===== src/logic/pdp8_pkg.sv =====
package pdp8_pkg;

    typedef logic [0:11] word_t;   // PDP-8 numbering, bit 0 is the MSB
    typedef logic [0:2]  opcode_t;

    // Major states of the processor
    typedef enum logic [4:0] {
        F0, FW, F1, F2, F3,        // Fetch
        D0, DW, D1, D2, D3,        // Defer
        E0, EW, E1, E2, E3,        // Execute
        HW, H1, H2, H3             // Panel deposit/examine
    } major_state_e;

    typedef struct packed {
        logic needs_defer;         // Indirect memory reference
        logic needs_execute;       // AND TAD ISZ DCA JMS
        logic is_jmp_indirect;
        logic is_halt;             // Group 2 with HLT bit
        logic is_ion;
        logic is_iof;
    } instr_class_t;

    typedef struct packed {
        logic cont_pulse;          // One cycle per cont edge
        logic trigger_pulse;       // One cycle per trigger edge
        logic halt_level;
        logic step_level;
    } panel_t;

    // Opcode field, instruction bits 0..2
    localparam opcode_t OP_AND = 3'o0;
    localparam opcode_t OP_TAD = 3'o1;
    localparam opcode_t OP_ISZ = 3'o2;
    localparam opcode_t OP_DCA = 3'o3;
    localparam opcode_t OP_JMS = 3'o4;
    localparam opcode_t OP_JMP = 3'o5;
    localparam opcode_t OP_IOT = 3'o6;
    localparam opcode_t OP_OPR = 3'o7;

    // Processor IOTs for the interrupt system
    localparam word_t IOT_ION = 12'o6001;
    localparam word_t IOT_IOF = 12'o6002;

endpackage


===== src/logic/panel_switches.sv =====
`timescale 1ns/1ps

module panel_switches import pdp8_pkg::*; #(
    parameter int SYNC_STAGES = 2
) (
    input  logic   clk,
    input  logic   reset,
    input  logic   cont_sw,
    input  logic   trigger_sw,
    input  logic   halt_sw,
    input  logic   step_sw,
    output panel_t panel
);

    // Switch vector order is {cont, trigger, halt, step}
    logic [3:0] sync_q [SYNC_STAGES];
    logic [3:0] sw_sync;
    logic [1:0] edge_prev;                  // Last synced cont and trigger
    logic [1:0] edge_pulse;

    assign sw_sync = sync_q[SYNC_STAGES-1];

    always_ff @(posedge clk) begin
        if (reset) begin
            for (int i = 0; i < SYNC_STAGES; i++) begin
                sync_q[i] <= '0;
            end
        end else begin
            sync_q[0] <= {cont_sw, trigger_sw, halt_sw, step_sw};
            for (int i = 1; i < SYNC_STAGES; i++) begin
                sync_q[i] <= sync_q[i-1];   // Shift toward the output stage
            end
        end
    end

    // Rising edge of cont and trigger gives one strobe each
    always_ff @(posedge clk) begin
        if (reset) begin
            edge_prev  <= '0;
            edge_pulse <= '0;
        end else begin
            edge_prev  <= sw_sync[3:2];
            edge_pulse <= sw_sync[3:2] & ~edge_prev;
        end
    end

    assign panel.cont_pulse    = edge_pulse[1];
    assign panel.trigger_pulse = edge_pulse[0];
    assign panel.halt_level    = sw_sync[1];   // Levels go straight through
    assign panel.step_level    = sw_sync[0];

endmodule


===== src/logic/instr_decoder.sv =====
`timescale 1ns/1ps

module instr_decoder import pdp8_pkg::*; (
    input  word_t        instruction,
    output instr_class_t iclass
);

    opcode_t opcode;
    logic    indirect;       // Bit 3, also the group select for OPR
    logic    opr_group2;
    logic    hlt_bit;

    assign opcode   = instruction[0:2];
    assign indirect = instruction[3];

    // Group 2 operate has bit 3 set and bit 11 clear
    assign opr_group2 = instruction[3] & ~instruction[11];
    assign hlt_bit    = instruction[10];

    always_comb begin
        iclass = '0;
        case (opcode)
            // Memory reference and JMS all run an execute cycle
            OP_AND,
            OP_TAD,
            OP_ISZ,
            OP_DCA,
            OP_JMS: begin
                iclass.needs_defer   = indirect;
                iclass.needs_execute = 1'b1;
            end

            // JMP direct is done in F3, JMP I ends in D3
            OP_JMP: begin
                iclass.needs_defer     = indirect;
                iclass.is_jmp_indirect = indirect;
            end

            OP_IOT: begin
                iclass.is_ion = (instruction == IOT_ION);
                iclass.is_iof = (instruction == IOT_IOF);
            end

            OP_OPR: begin
                iclass.is_halt = opr_group2 & hlt_bit;   // 7402 and friends
            end
        endcase
    end

endmodule


===== src/logic/major_state_seq.sv =====
`timescale 1ns/1ps

module major_state_seq import pdp8_pkg::*; (
    input  logic         clk,
    input  logic         reset,
    input  logic         clear,
    input  panel_t       panel,
    input  instr_class_t iclass,
    input  logic         int_req,
    input  logic         int_inh,
    input  logic         int_ena,
    input  logic         user_mode,
    input  logic         autoindex,
    output major_state_e state,
    output logic         run,
    output logic         int_in_prog,
    output logic         instr_done,
    output logic         int_start
);

    logic int_take;          // Interrupt would be granted in F0
    logic fetch_only;
    logic step_hold;         // Single step holding D0 or E0
    logic hlt_stop;

    // IOF in the IR blocks the grant so ION/IOF pairs settle
    assign int_take   = int_req & int_ena & ~int_inh & ~iclass.is_iof;
    assign fetch_only = ~iclass.needs_defer & ~iclass.needs_execute;
    assign step_hold  = panel.step_level & ~panel.cont_pulse;

    // Last cycle of an instruction, the one that returns to F0
    assign instr_done = ((state == F3) && fetch_only) ||
                        ((state == D3) && iclass.is_jmp_indirect) ||
                        (state == E3);

    assign int_start = (state == F0) && run && int_take;

    // HLT only stops the machine outside user mode
    assign hlt_stop = (state == F3) && iclass.is_halt && ~user_mode;

    always_ff @(posedge clk) begin
        if (reset || clear) begin
            state       <= F0;
            run         <= 1'b0;
            int_in_prog <= 1'b0;
        end else begin
            if (instr_done && (panel.halt_level || hlt_stop)) begin
                run <= 1'b0;                        // Stop at instruction end
            end

            case (state)
                F0: begin
                    if (!run) begin
                        if (panel.cont_pulse) begin
                            state <= FW;
                            run   <= 1'b1;
                        end else if (panel.trigger_pulse) begin
                            state <= HW;            // Panel cycle while stopped
                        end
                    end else if (int_take) begin
                        state       <= E0;          // Forced JMS to location 0
                        int_in_prog <= 1'b1;
                    end else begin
                        state       <= FW;
                        int_in_prog <= 1'b0;
                    end
                end

                // Fetch
                FW: state <= F1;
                F1: state <= F2;
                F2: state <= F3;
                F3: begin
                    if (iclass.needs_defer) begin
                        state <= D0;
                    end else if (iclass.needs_execute) begin
                        state <= E0;
                    end else begin
                        state <= F0;                // OPR, IOT, JMP direct
                    end
                end

                // Defer
                D0: begin
                    if (!step_hold) begin
                        state <= DW;
                    end
                end
                DW: state <= autoindex ? D1 : D3;   // Locations 10-17 add D1 D2
                D1: state <= D2;
                D2: state <= D3;
                D3: state <= iclass.is_jmp_indirect ? F0 : E0;

                // Execute
                E0: begin
                    if (!step_hold) begin
                        state <= EW;
                    end
                end
                EW: state <= E1;
                E1: state <= E2;
                E2: state <= E3;
                E3: state <= F0;

                // Deposit and examine
                HW: state <= H1;
                H1: state <= H2;
                H2: state <= H3;
                H3: state <= F0;

                default: state <= F0;
            endcase
        end
    end

endmodule


===== src/logic/interrupt_ctrl.sv =====
`timescale 1ns/1ps

module interrupt_ctrl import pdp8_pkg::*; (
    input  logic         clk,
    input  logic         reset,
    input  logic         clear,
    input  instr_class_t iclass,
    input  logic         instr_done,
    input  logic         int_start,
    output logic         int_ena
);

    // Armed when ION completes, enable follows one instruction later
    logic ion_delay;

    always_ff @(posedge clk) begin
        if (reset || clear) begin
            int_ena   <= 1'b0;
            ion_delay <= 1'b0;
        end else if (int_start) begin
            int_ena   <= 1'b0;          // Entry turns the system off
            ion_delay <= 1'b0;
        end else if (instr_done) begin
            if (iclass.is_iof) begin
                int_ena   <= 1'b0;
                ion_delay <= 1'b0;      // IOF also cancels a pending ION
            end else if (iclass.is_ion) begin
                ion_delay <= 1'b1;
            end else if (ion_delay) begin
                int_ena   <= 1'b1;      // Instruction after ION has finished
                ion_delay <= 1'b0;
            end
        end
    end

endmodule


===== src/logic/pdp8_control.sv =====
`timescale 1ns/1ps

module pdp8_control import pdp8_pkg::*; #(
    parameter int SYNC_STAGES = 2
) (
    input  logic         clk,
    input  logic         reset,
    input  logic         clear,
    input  logic         cont_sw,
    input  logic         trigger_sw,
    input  logic         halt_sw,
    input  logic         step_sw,
    input  logic         int_req,
    input  logic         int_inh,
    input  logic         user_mode,
    input  logic         autoindex,
    input  word_t        instruction,
    output major_state_e state,
    output logic         run,
    output logic         int_in_prog,
    output logic         int_ena
);

    panel_t       panel;
    instr_class_t iclass;
    logic         instr_done;
    logic         int_start;

    panel_switches #(
        .SYNC_STAGES (SYNC_STAGES)
    ) u_panel (
        .clk        (clk),
        .reset      (reset),
        .cont_sw    (cont_sw),
        .trigger_sw (trigger_sw),
        .halt_sw    (halt_sw),
        .step_sw    (step_sw),
        .panel      (panel)
    );

    instr_decoder u_decoder (
        .instruction (instruction),
        .iclass      (iclass)
    );

    major_state_seq u_seq (
        .clk         (clk),
        .reset       (reset),
        .clear       (clear),
        .panel       (panel),
        .iclass      (iclass),
        .int_req     (int_req),
        .int_inh     (int_inh),
        .int_ena     (int_ena),
        .user_mode   (user_mode),
        .autoindex   (autoindex),
        .state       (state),
        .run         (run),
        .int_in_prog (int_in_prog),
        .instr_done  (instr_done),
        .int_start   (int_start)
    );

    interrupt_ctrl u_int (
        .clk        (clk),
        .reset      (reset),
        .clear      (clear),
        .iclass     (iclass),
        .instr_done (instr_done),
        .int_start  (int_start),
        .int_ena    (int_ena)
    );

endmodule


===== config.mk =====
export PLATFORM = sky130hd
export DESIGN_NAME = pdp8_control
export DESIGN_NICKNAME = d
export VERILOG_FILES = /design/src/logic/pdp8_pkg.sv /design/src/logic/panel_switches.sv /design/src/logic/instr_decoder.sv /design/src/logic/major_state_seq.sv /design/src/logic/interrupt_ctrl.sv /design/src/logic/pdp8_control.sv
export SDC_FILE = /design/constraint.sdc
export NUM_CORES = 1
export LEC_CHECK = 0
export BUFFER_PORTS_ARGS = -buffer_cell sky130_fd_sc_hd__buf_2
export CAP_MARGIN = 20
export CELL_PAD_IN_SITES_DETAIL_PLACEMENT = 1
export CELL_PAD_IN_SITES_GLOBAL_PLACEMENT = 1
export CORE_UTILIZATION = 35
export DETAILED_ROUTE_END_ITERATION = 6
export MAX_ROUTING_LAYER = met4
export PLACE_DENSITY_LB_ADDON = 0.1
export REMOVE_ABC_BUFFERS = 1
export SETUP_SLACK_MARGIN = 0.5
export SLEW_MARGIN = 20
export SYNTH_ARGS = -nofsm -noshare
export SYNTH_HDL_FRONTEND = slang
export SYNTH_SLANG_ARGS = --single-unit
export TNS_END_PERCENT = 5

===== constraint.sdc =====
create_clock -name clk -period 2.5 [get_ports clk]
set_clock_uncertainty 0.05 [all_clocks]
set_input_delay 0.5 -clock clk [delete_from_list [all_inputs] [get_ports clk]]
set_output_delay 0.5 -clock clk [all_outputs]
set_load 0.05 [all_outputs]

# After elaboration in Yosys (flattened, before gate mapping)
# Memory sizes are Yosys's and may differ from the RTL's.
# Index checks and enable logic that the tools add are counted.
[totals] reg_bits=13 ram_bits=8 inputBits=23 out_inout_bits=8 elab_cells=107 mem_count=1
[mem_list] memory="u_panel.sync_q" words=2 width=4 read_ports=2 rd_ports_with_merged_regs=0 wr=2 line="panel_switches.sv:16" text="logic [3:0] sync_q [SYNC_STAGES];"
[classes] eq_ne=30 mux=31 bitwise=18 n_reduce_logical=20
[op_table] cell="case mux 5 bit (17 select lines)" count=1
[op_table] cell="equality test 5 x 4 -> 1 bit (second input constant)" count=8
[op_table] cell="2-to-1 mux 5 bit" count=6
[op_table] cell="equality test 12 bit (second input constant)" count=2
[op_table] cell="2-to-1 mux 4 bit" count=6
[op_table] cell="equality test 5 x 3 -> 1 bit (second input constant)" count=4
[op_table] cell="2-to-1 mux 1 bit" count=17
[op_table] cell="equality test 3 bit (second input constant)" count=4
[op_table] cell="equality test 5 x 2 -> 1 bit (second input constant)" count=2
[op_table] cell="equality test 5 bit (second input constant)" count=2
[op_table] cell="AND 1 bit" count=7
[op_table] cell="logical AND 1 bit" count=7
[op_table] cell="inverter 1 bit" count=7
[op_table] cell="equality test 3 x 2 -> 1 bit (second input constant)" count=2
[op_table] cell="AND reduction 3 bit" count=2
[op_table] cell="OR reduction 6 bit" count=1
[op_table] cell="equality test 5 x 1 -> 1 bit (second input constant)" count=1
[op_table] cell="zero test 5 bit" count=1
[op_table] cell="OR reduction 5 bit" count=1
[op_table] cell="logical OR 1 bit" count=4
[op_table] cell="!= test 2 bit (second input constant)" count=2
[op_table] cell="!= test 4 x 3 -> 1 bit (second input constant)" count=1
[op_table] cell="equality test 3 x 1 -> 1 bit (second input constant)" count=1
[op_table] cell="zero test 3 bit" count=1
[op_table] cell="8 further kinds" count=9

# Depth between registers and ports, before layout
[depth] word_depth=13 depth_mapped=7 mapped_depth_nobuf=5

# By module
# Synthesis repeated with hierarchy kept, for this count alone.
[hier_totals] hier_cells=130 area_unflattened_um2=1173.6
[by_module_without_submodules] module="major_state_seq" n_inst=1 cells_per_inst=84 area_per_inst_um2=641.9 seq_area_each_um2=140.1
[by_module_without_submodules] module="panel_switches" n_inst=1 cells_per_inst=27 area_per_inst_um2=354.1 seq_area_each_um2=240.2
[by_module_without_submodules] module="interrupt_ctrl" n_inst=1 cells_per_inst=7 area_per_inst_um2=102.6 seq_area_each_um2=40.0
[by_module_without_submodules] module="instr_decoder" n_inst=1 cells_per_inst=12 area_per_inst_um2=75.1 seq_area_each_um2=0.0

# Worst setup path after synthesis
# No wires, ideal clock.
[synth_timing] path_type="reg-to-reg" from="register u_seq.state[3]" to="register u_int.int_ena" setup_ns=0.103 arrival_ns=1.812 required_ns=2.347 path_slack_ns=0.534 stages_incl_launch_ff=6 n_path_buf=1 period_less_slack_ns=1.966 cell_sequence="dfxtp_1 buf_4 nand3b_1 o311ai_4 a31oi_1 a2111oi_2"
[synth_via] elab_chain_len=5 word_cells_on_any_way=12 classes_between="eq/ne: 3; reduce/logical: 9"
[synth_rtl] item="from (decl)" line="major_state_seq.sv:14" text="output major_state_e state,"
[synth_rtl] item="from (signal assigned)" line="major_state_seq.sv:89" text="DW: state <= autoindex ? D1 : D3;"
[synth_rtl] item="from (signal assigned)" line="major_state_seq.sv:92" text="D3: state <= iclass.is_jmp_indirect ? F0 : E0;"
[synth_rtl] item="equality test 5 x 3 -> 1 bit or equality test 5 x 4 -> 1 bit (tied branches)" line="major_state_seq.sv:32, major_state_seq.sv:33"
[synth_rtl] item="logical AND 1 bit (on tied branches)" line="major_state_seq.sv:32, major_state_seq.sv:33"
[synth_rtl] item="logical OR 1 bit" line="major_state_seq.sv:32" text="assign instr_done = ((state == F3) && fetch_only) ||"
[synth_rtl] item="logical OR 1 bit" line="major_state_seq.sv:33" text="((state == D3) && iclass.is_jmp_indirect) ||"
[synth_rtl] item="AND reduction 3 bit (no source line)"
[synth_rtl] item="to (signal assigned)" line="interrupt_ctrl.sv:18" text="int_ena <= 1'b0;"
[synth_rtl] item="to (signal assigned)" line="interrupt_ctrl.sv:21" text="int_ena <= 1'b0;"
[synth_rtl] item="to (signal assigned)" line="interrupt_ctrl.sv:25" text="int_ena <= 1'b0;"
[synth_rtl] item="to (decl)" line="interrupt_ctrl.sv:10" text="output logic int_ena"
# Parallel ways exist; a longest one is shown, timed or not.
# A chain may end at the register's enable or synchronous reset.

# Worst setup path in the final report
[layout_timing] from="register u_seq.state[1]" to="output state[1]"
[layout_rtl] item="to (decl)" line="pdp8_control.sv:18" text="output major_state_e state,"
# No word-level cell between the ends.

==> key figures <==
Status
  • Status: complete, no violations

STA
  • Setup slack after layout: 541.5 ps
  • Fin Setup TNS: 0 ps
  • Hold Violations, Final: 0
  • Slew Viols, Final: 0
  • Fin crit share: 78.34%
  • RSZ-0062 raised after global routing: yes
  • Slew margin rel.: 58.80%
  • Min Clock Period, post-route: 1958 ps
  • Slew @ Worst Pin: 617.2 ps
  • Hold_ws: 339.5 ps
  • Fmax: 0.5106 GHz
  • Final setup vio count: 0

Placement
  • Place WS: 503.8 ps
  • Placed Cells: 201
  • Routability cong.: 0.7785
  • Port Buffer Count: 30
  • Placed wire-length estimate: 2.233 mm

Worst setup path
  • Crit Path Class: reg2out
  • Critical path data arrival time: 1410 ps
  • Crit path buf inv count: 1
  • CP Cell Sequence: buf_2
  • CP Data Required Time: 1950 ps
  • Reg-to-reg slack, setup: 600 ps
  • Crit. End Element: primary output
  • Reg2Reg Launch Point: u_seq.state[0]
  • Max stage delay on crit path: 730 ps
  • Slowest cell on the critical path: dfxtp_1
  • R2R Path End: u_int.int_ena
  • Reg2reg path depth: 4
  • CP Launch Type: flip-flop
  • Worst Path Max Fanout: 19
  • Delay-heaviest family, CP: flip-flops

Die
  • Die X: 60.77 microns
  • Die Span Y: 60.77 microns
  • Full die area: 3692 sq um
  • Initial core utilization: 38.33%
  • Site Rows: 20
  • I/O pins: 31
  • Core Region: 3153 sq um

Layout
  • Layout net count: 185
  • Layout cells sized above 1: 30.43%
  • Most frequent cells in the layout: 30 x buf_2, 21 x dfxtp_1, 15 x nor2b_1
  • Post-route insts no fill: 205
  • Area occupied by registers: 420.4 sq um
  • Most common cell after layout, fill and taps aside: buf_2
  • Antenna cells: 0
  • Fillers: 389
  • Area Overhead vs Synth: 17.49%
  • Multi-input gate area: 744.5 sq um

Worst hold path
  • Worst hold endpoint: u_panel.edge_pulse[1]
  • Hold Path Class: reg2reg
  • Hold Crit Depth: 1
  • HP Start: u_panel.edge_prev[1]

Route
  • Initial drt markers: 66
  • Final WL: 2.906 mm
  • DR vias/cell: 5.293
  • DRC: 0
  • Routed Antenna Nets: 0
  • Drt pass-1 iters: 4
  • Via count: 1085
  • Wire per inst: 14.18 microns

Yosys
  • Top-area cell type share of the netlist area: 34.78%
  • Synth area leaders: dfxtp_1 35%, nor2b_1 7.8%, nand4b_1 4.3%, a21oi_1 4.1%, mux2i_1 2.5%
  • Top FF cell, synth: dfxtp_1
  • Post-synth top area cell: dfxtp_1
  • Async set or reset register ratio after synthesis: 0%
  • Cell count after synthesis: 134
  • Post-synth cell types: 50
  • Post-synth EDFFs: 0
  • Avg Cell Area, Syn: 9.020 sq um
  • Yosys Warn Count: 0
  • Post-Syn Area: 1209 sq um
  • Post-synthesis sequential area ratio: 34.78%
  • Yosys reg bits: 21

Global route
  • Busiest metal layer after global routing: met2
  • Total GRT Usage: 18.19%
  • Global-route wire length before repair: 4.871 mm
  • Routing usage on met2: 30.93%
  • Initial antenna violation count: 0
  • Met1 Usage GRT: 22.01%
  • Overflow after GRT: 0
  • Vias in the first global route: 1088
  • Met3 Use GR: 1.706%
  • Pin count of the biggest net entering global routing: 20

Run
  • Max_cap viols: 0

Clocking
  • CTS tree: done
  • Clk buf depth: 2
  • Worst skew pair latency: 300 ps
  • Num CTS Buffers: 3
  • Post-CTS Setup Inserts: 0
  • Clock Pin Slew Worst Setup and Hold Paths: 120 ps
  • Clock sinks: 21
  • Root Buffer: clkbuf_4
  • H-tree depth: 1

Power
  • P_leak: 0.6281 nW
  • Peak VDD IR: 0.4839 mV
  • P per Cell Area: 828.5 nW/um^2
final cells by class:
type / instances / share of cell area (%)
Sequential cell: 21 / 29.60
Tap cell: 44 / 3.877
Inverter: 2 / 0.5286
Timing Repair Buffer: 32 / 11.63
Clock buffer: 3 / 1.586
Multi-Input combinational cell: 102 / 52.42
Clock inverter: 1 / 0.3524
metal layers:
metal  vias to the layer above  wire (microns)
met1                       511            1310
met4                         0              52
met2                        25            1440
met3                         6             103
met5                         -               0
li1                        543               -
per-stage QoR:
stage	area, sq um	utilization, %	total power [mW]
2_1_floorplan	1161	-	0.8474
3_3_place_gp	1381	43.81	1.000
3_5_place_dp	1381	43.81	1.015
4_1_cts	1409	44.68	1.182
5_1_grt	1420	45.04	1.265
6_report	1420	45.04	1.177
power by group:
part           internal (mW)  total, mW  switching (mW)
Combinational          0.225      0.568           0.343
Sequential             0.364      0.447          0.0833
Clock                 0.0595      0.161           0.102
cells in the mapped netlist, types with 2 or more instances:
cell type and n:
dfxtp_1 21, nor2b_1 15, a21oi_1 10, nor2_1 8, nand4b_1 6, o21ai_0 6, nand2_1 5, nand3_1 4
clkbuf_1 3, mux2i_1 3, nor3_1 3, a31oi_1 2, and3b_1 2, and4b_1 2, buf_2 2, buf_4 2
inv_1 2, nand3b_1 2, nor4b_1 2, o211a_1 2, or4_4 2, xor2_1 2
cells by family after synthesis:
group           Yosys count  share of synthesized area [%]
flops                    21                          34.78
mux                       3                          2.485
buf+inv                  11                          4.555
compound gates           32                          20.08
xor+xnor                  2                          1.450
simple gates             65                          36.65
flip-flops by register name, summed over array words and instances, names as in the netlist:
| register | count |
|---|---|
| u_panel.sync_q | 8 |
| u_panel.edge_prev | 2 |
| u_seq.int_in_prog | 1 |
| u_panel.edge_pulse | 2 |
| u_seq.state | 5 |
| u_int.ion_delay | 1 |
| u_int.int_ena | 1 |
| u_seq.run | 1 |
worst max path at each step:
stage,end,cells past startpoint,start
3_3_place_gp,u_int.int_ena,5,instruction[5]
3_5_place_dp,u_int.int_ena,5,instruction[5]
2_1_floorplan,u_int.int_ena,5,u_seq.state[2]
4_1_cts,state[1],1,u_seq.state[1]
6_report,state[1],1,u_seq.state[1]
5_1_grt,u_int.int_ena,4,u_seq.state[0]
timing repair:
action,in CTS,in global routing
resized for setup,0,2
setup endpoints to repair,0,7
hold buffers,0,0
Power figures use the tool's default switching activity.
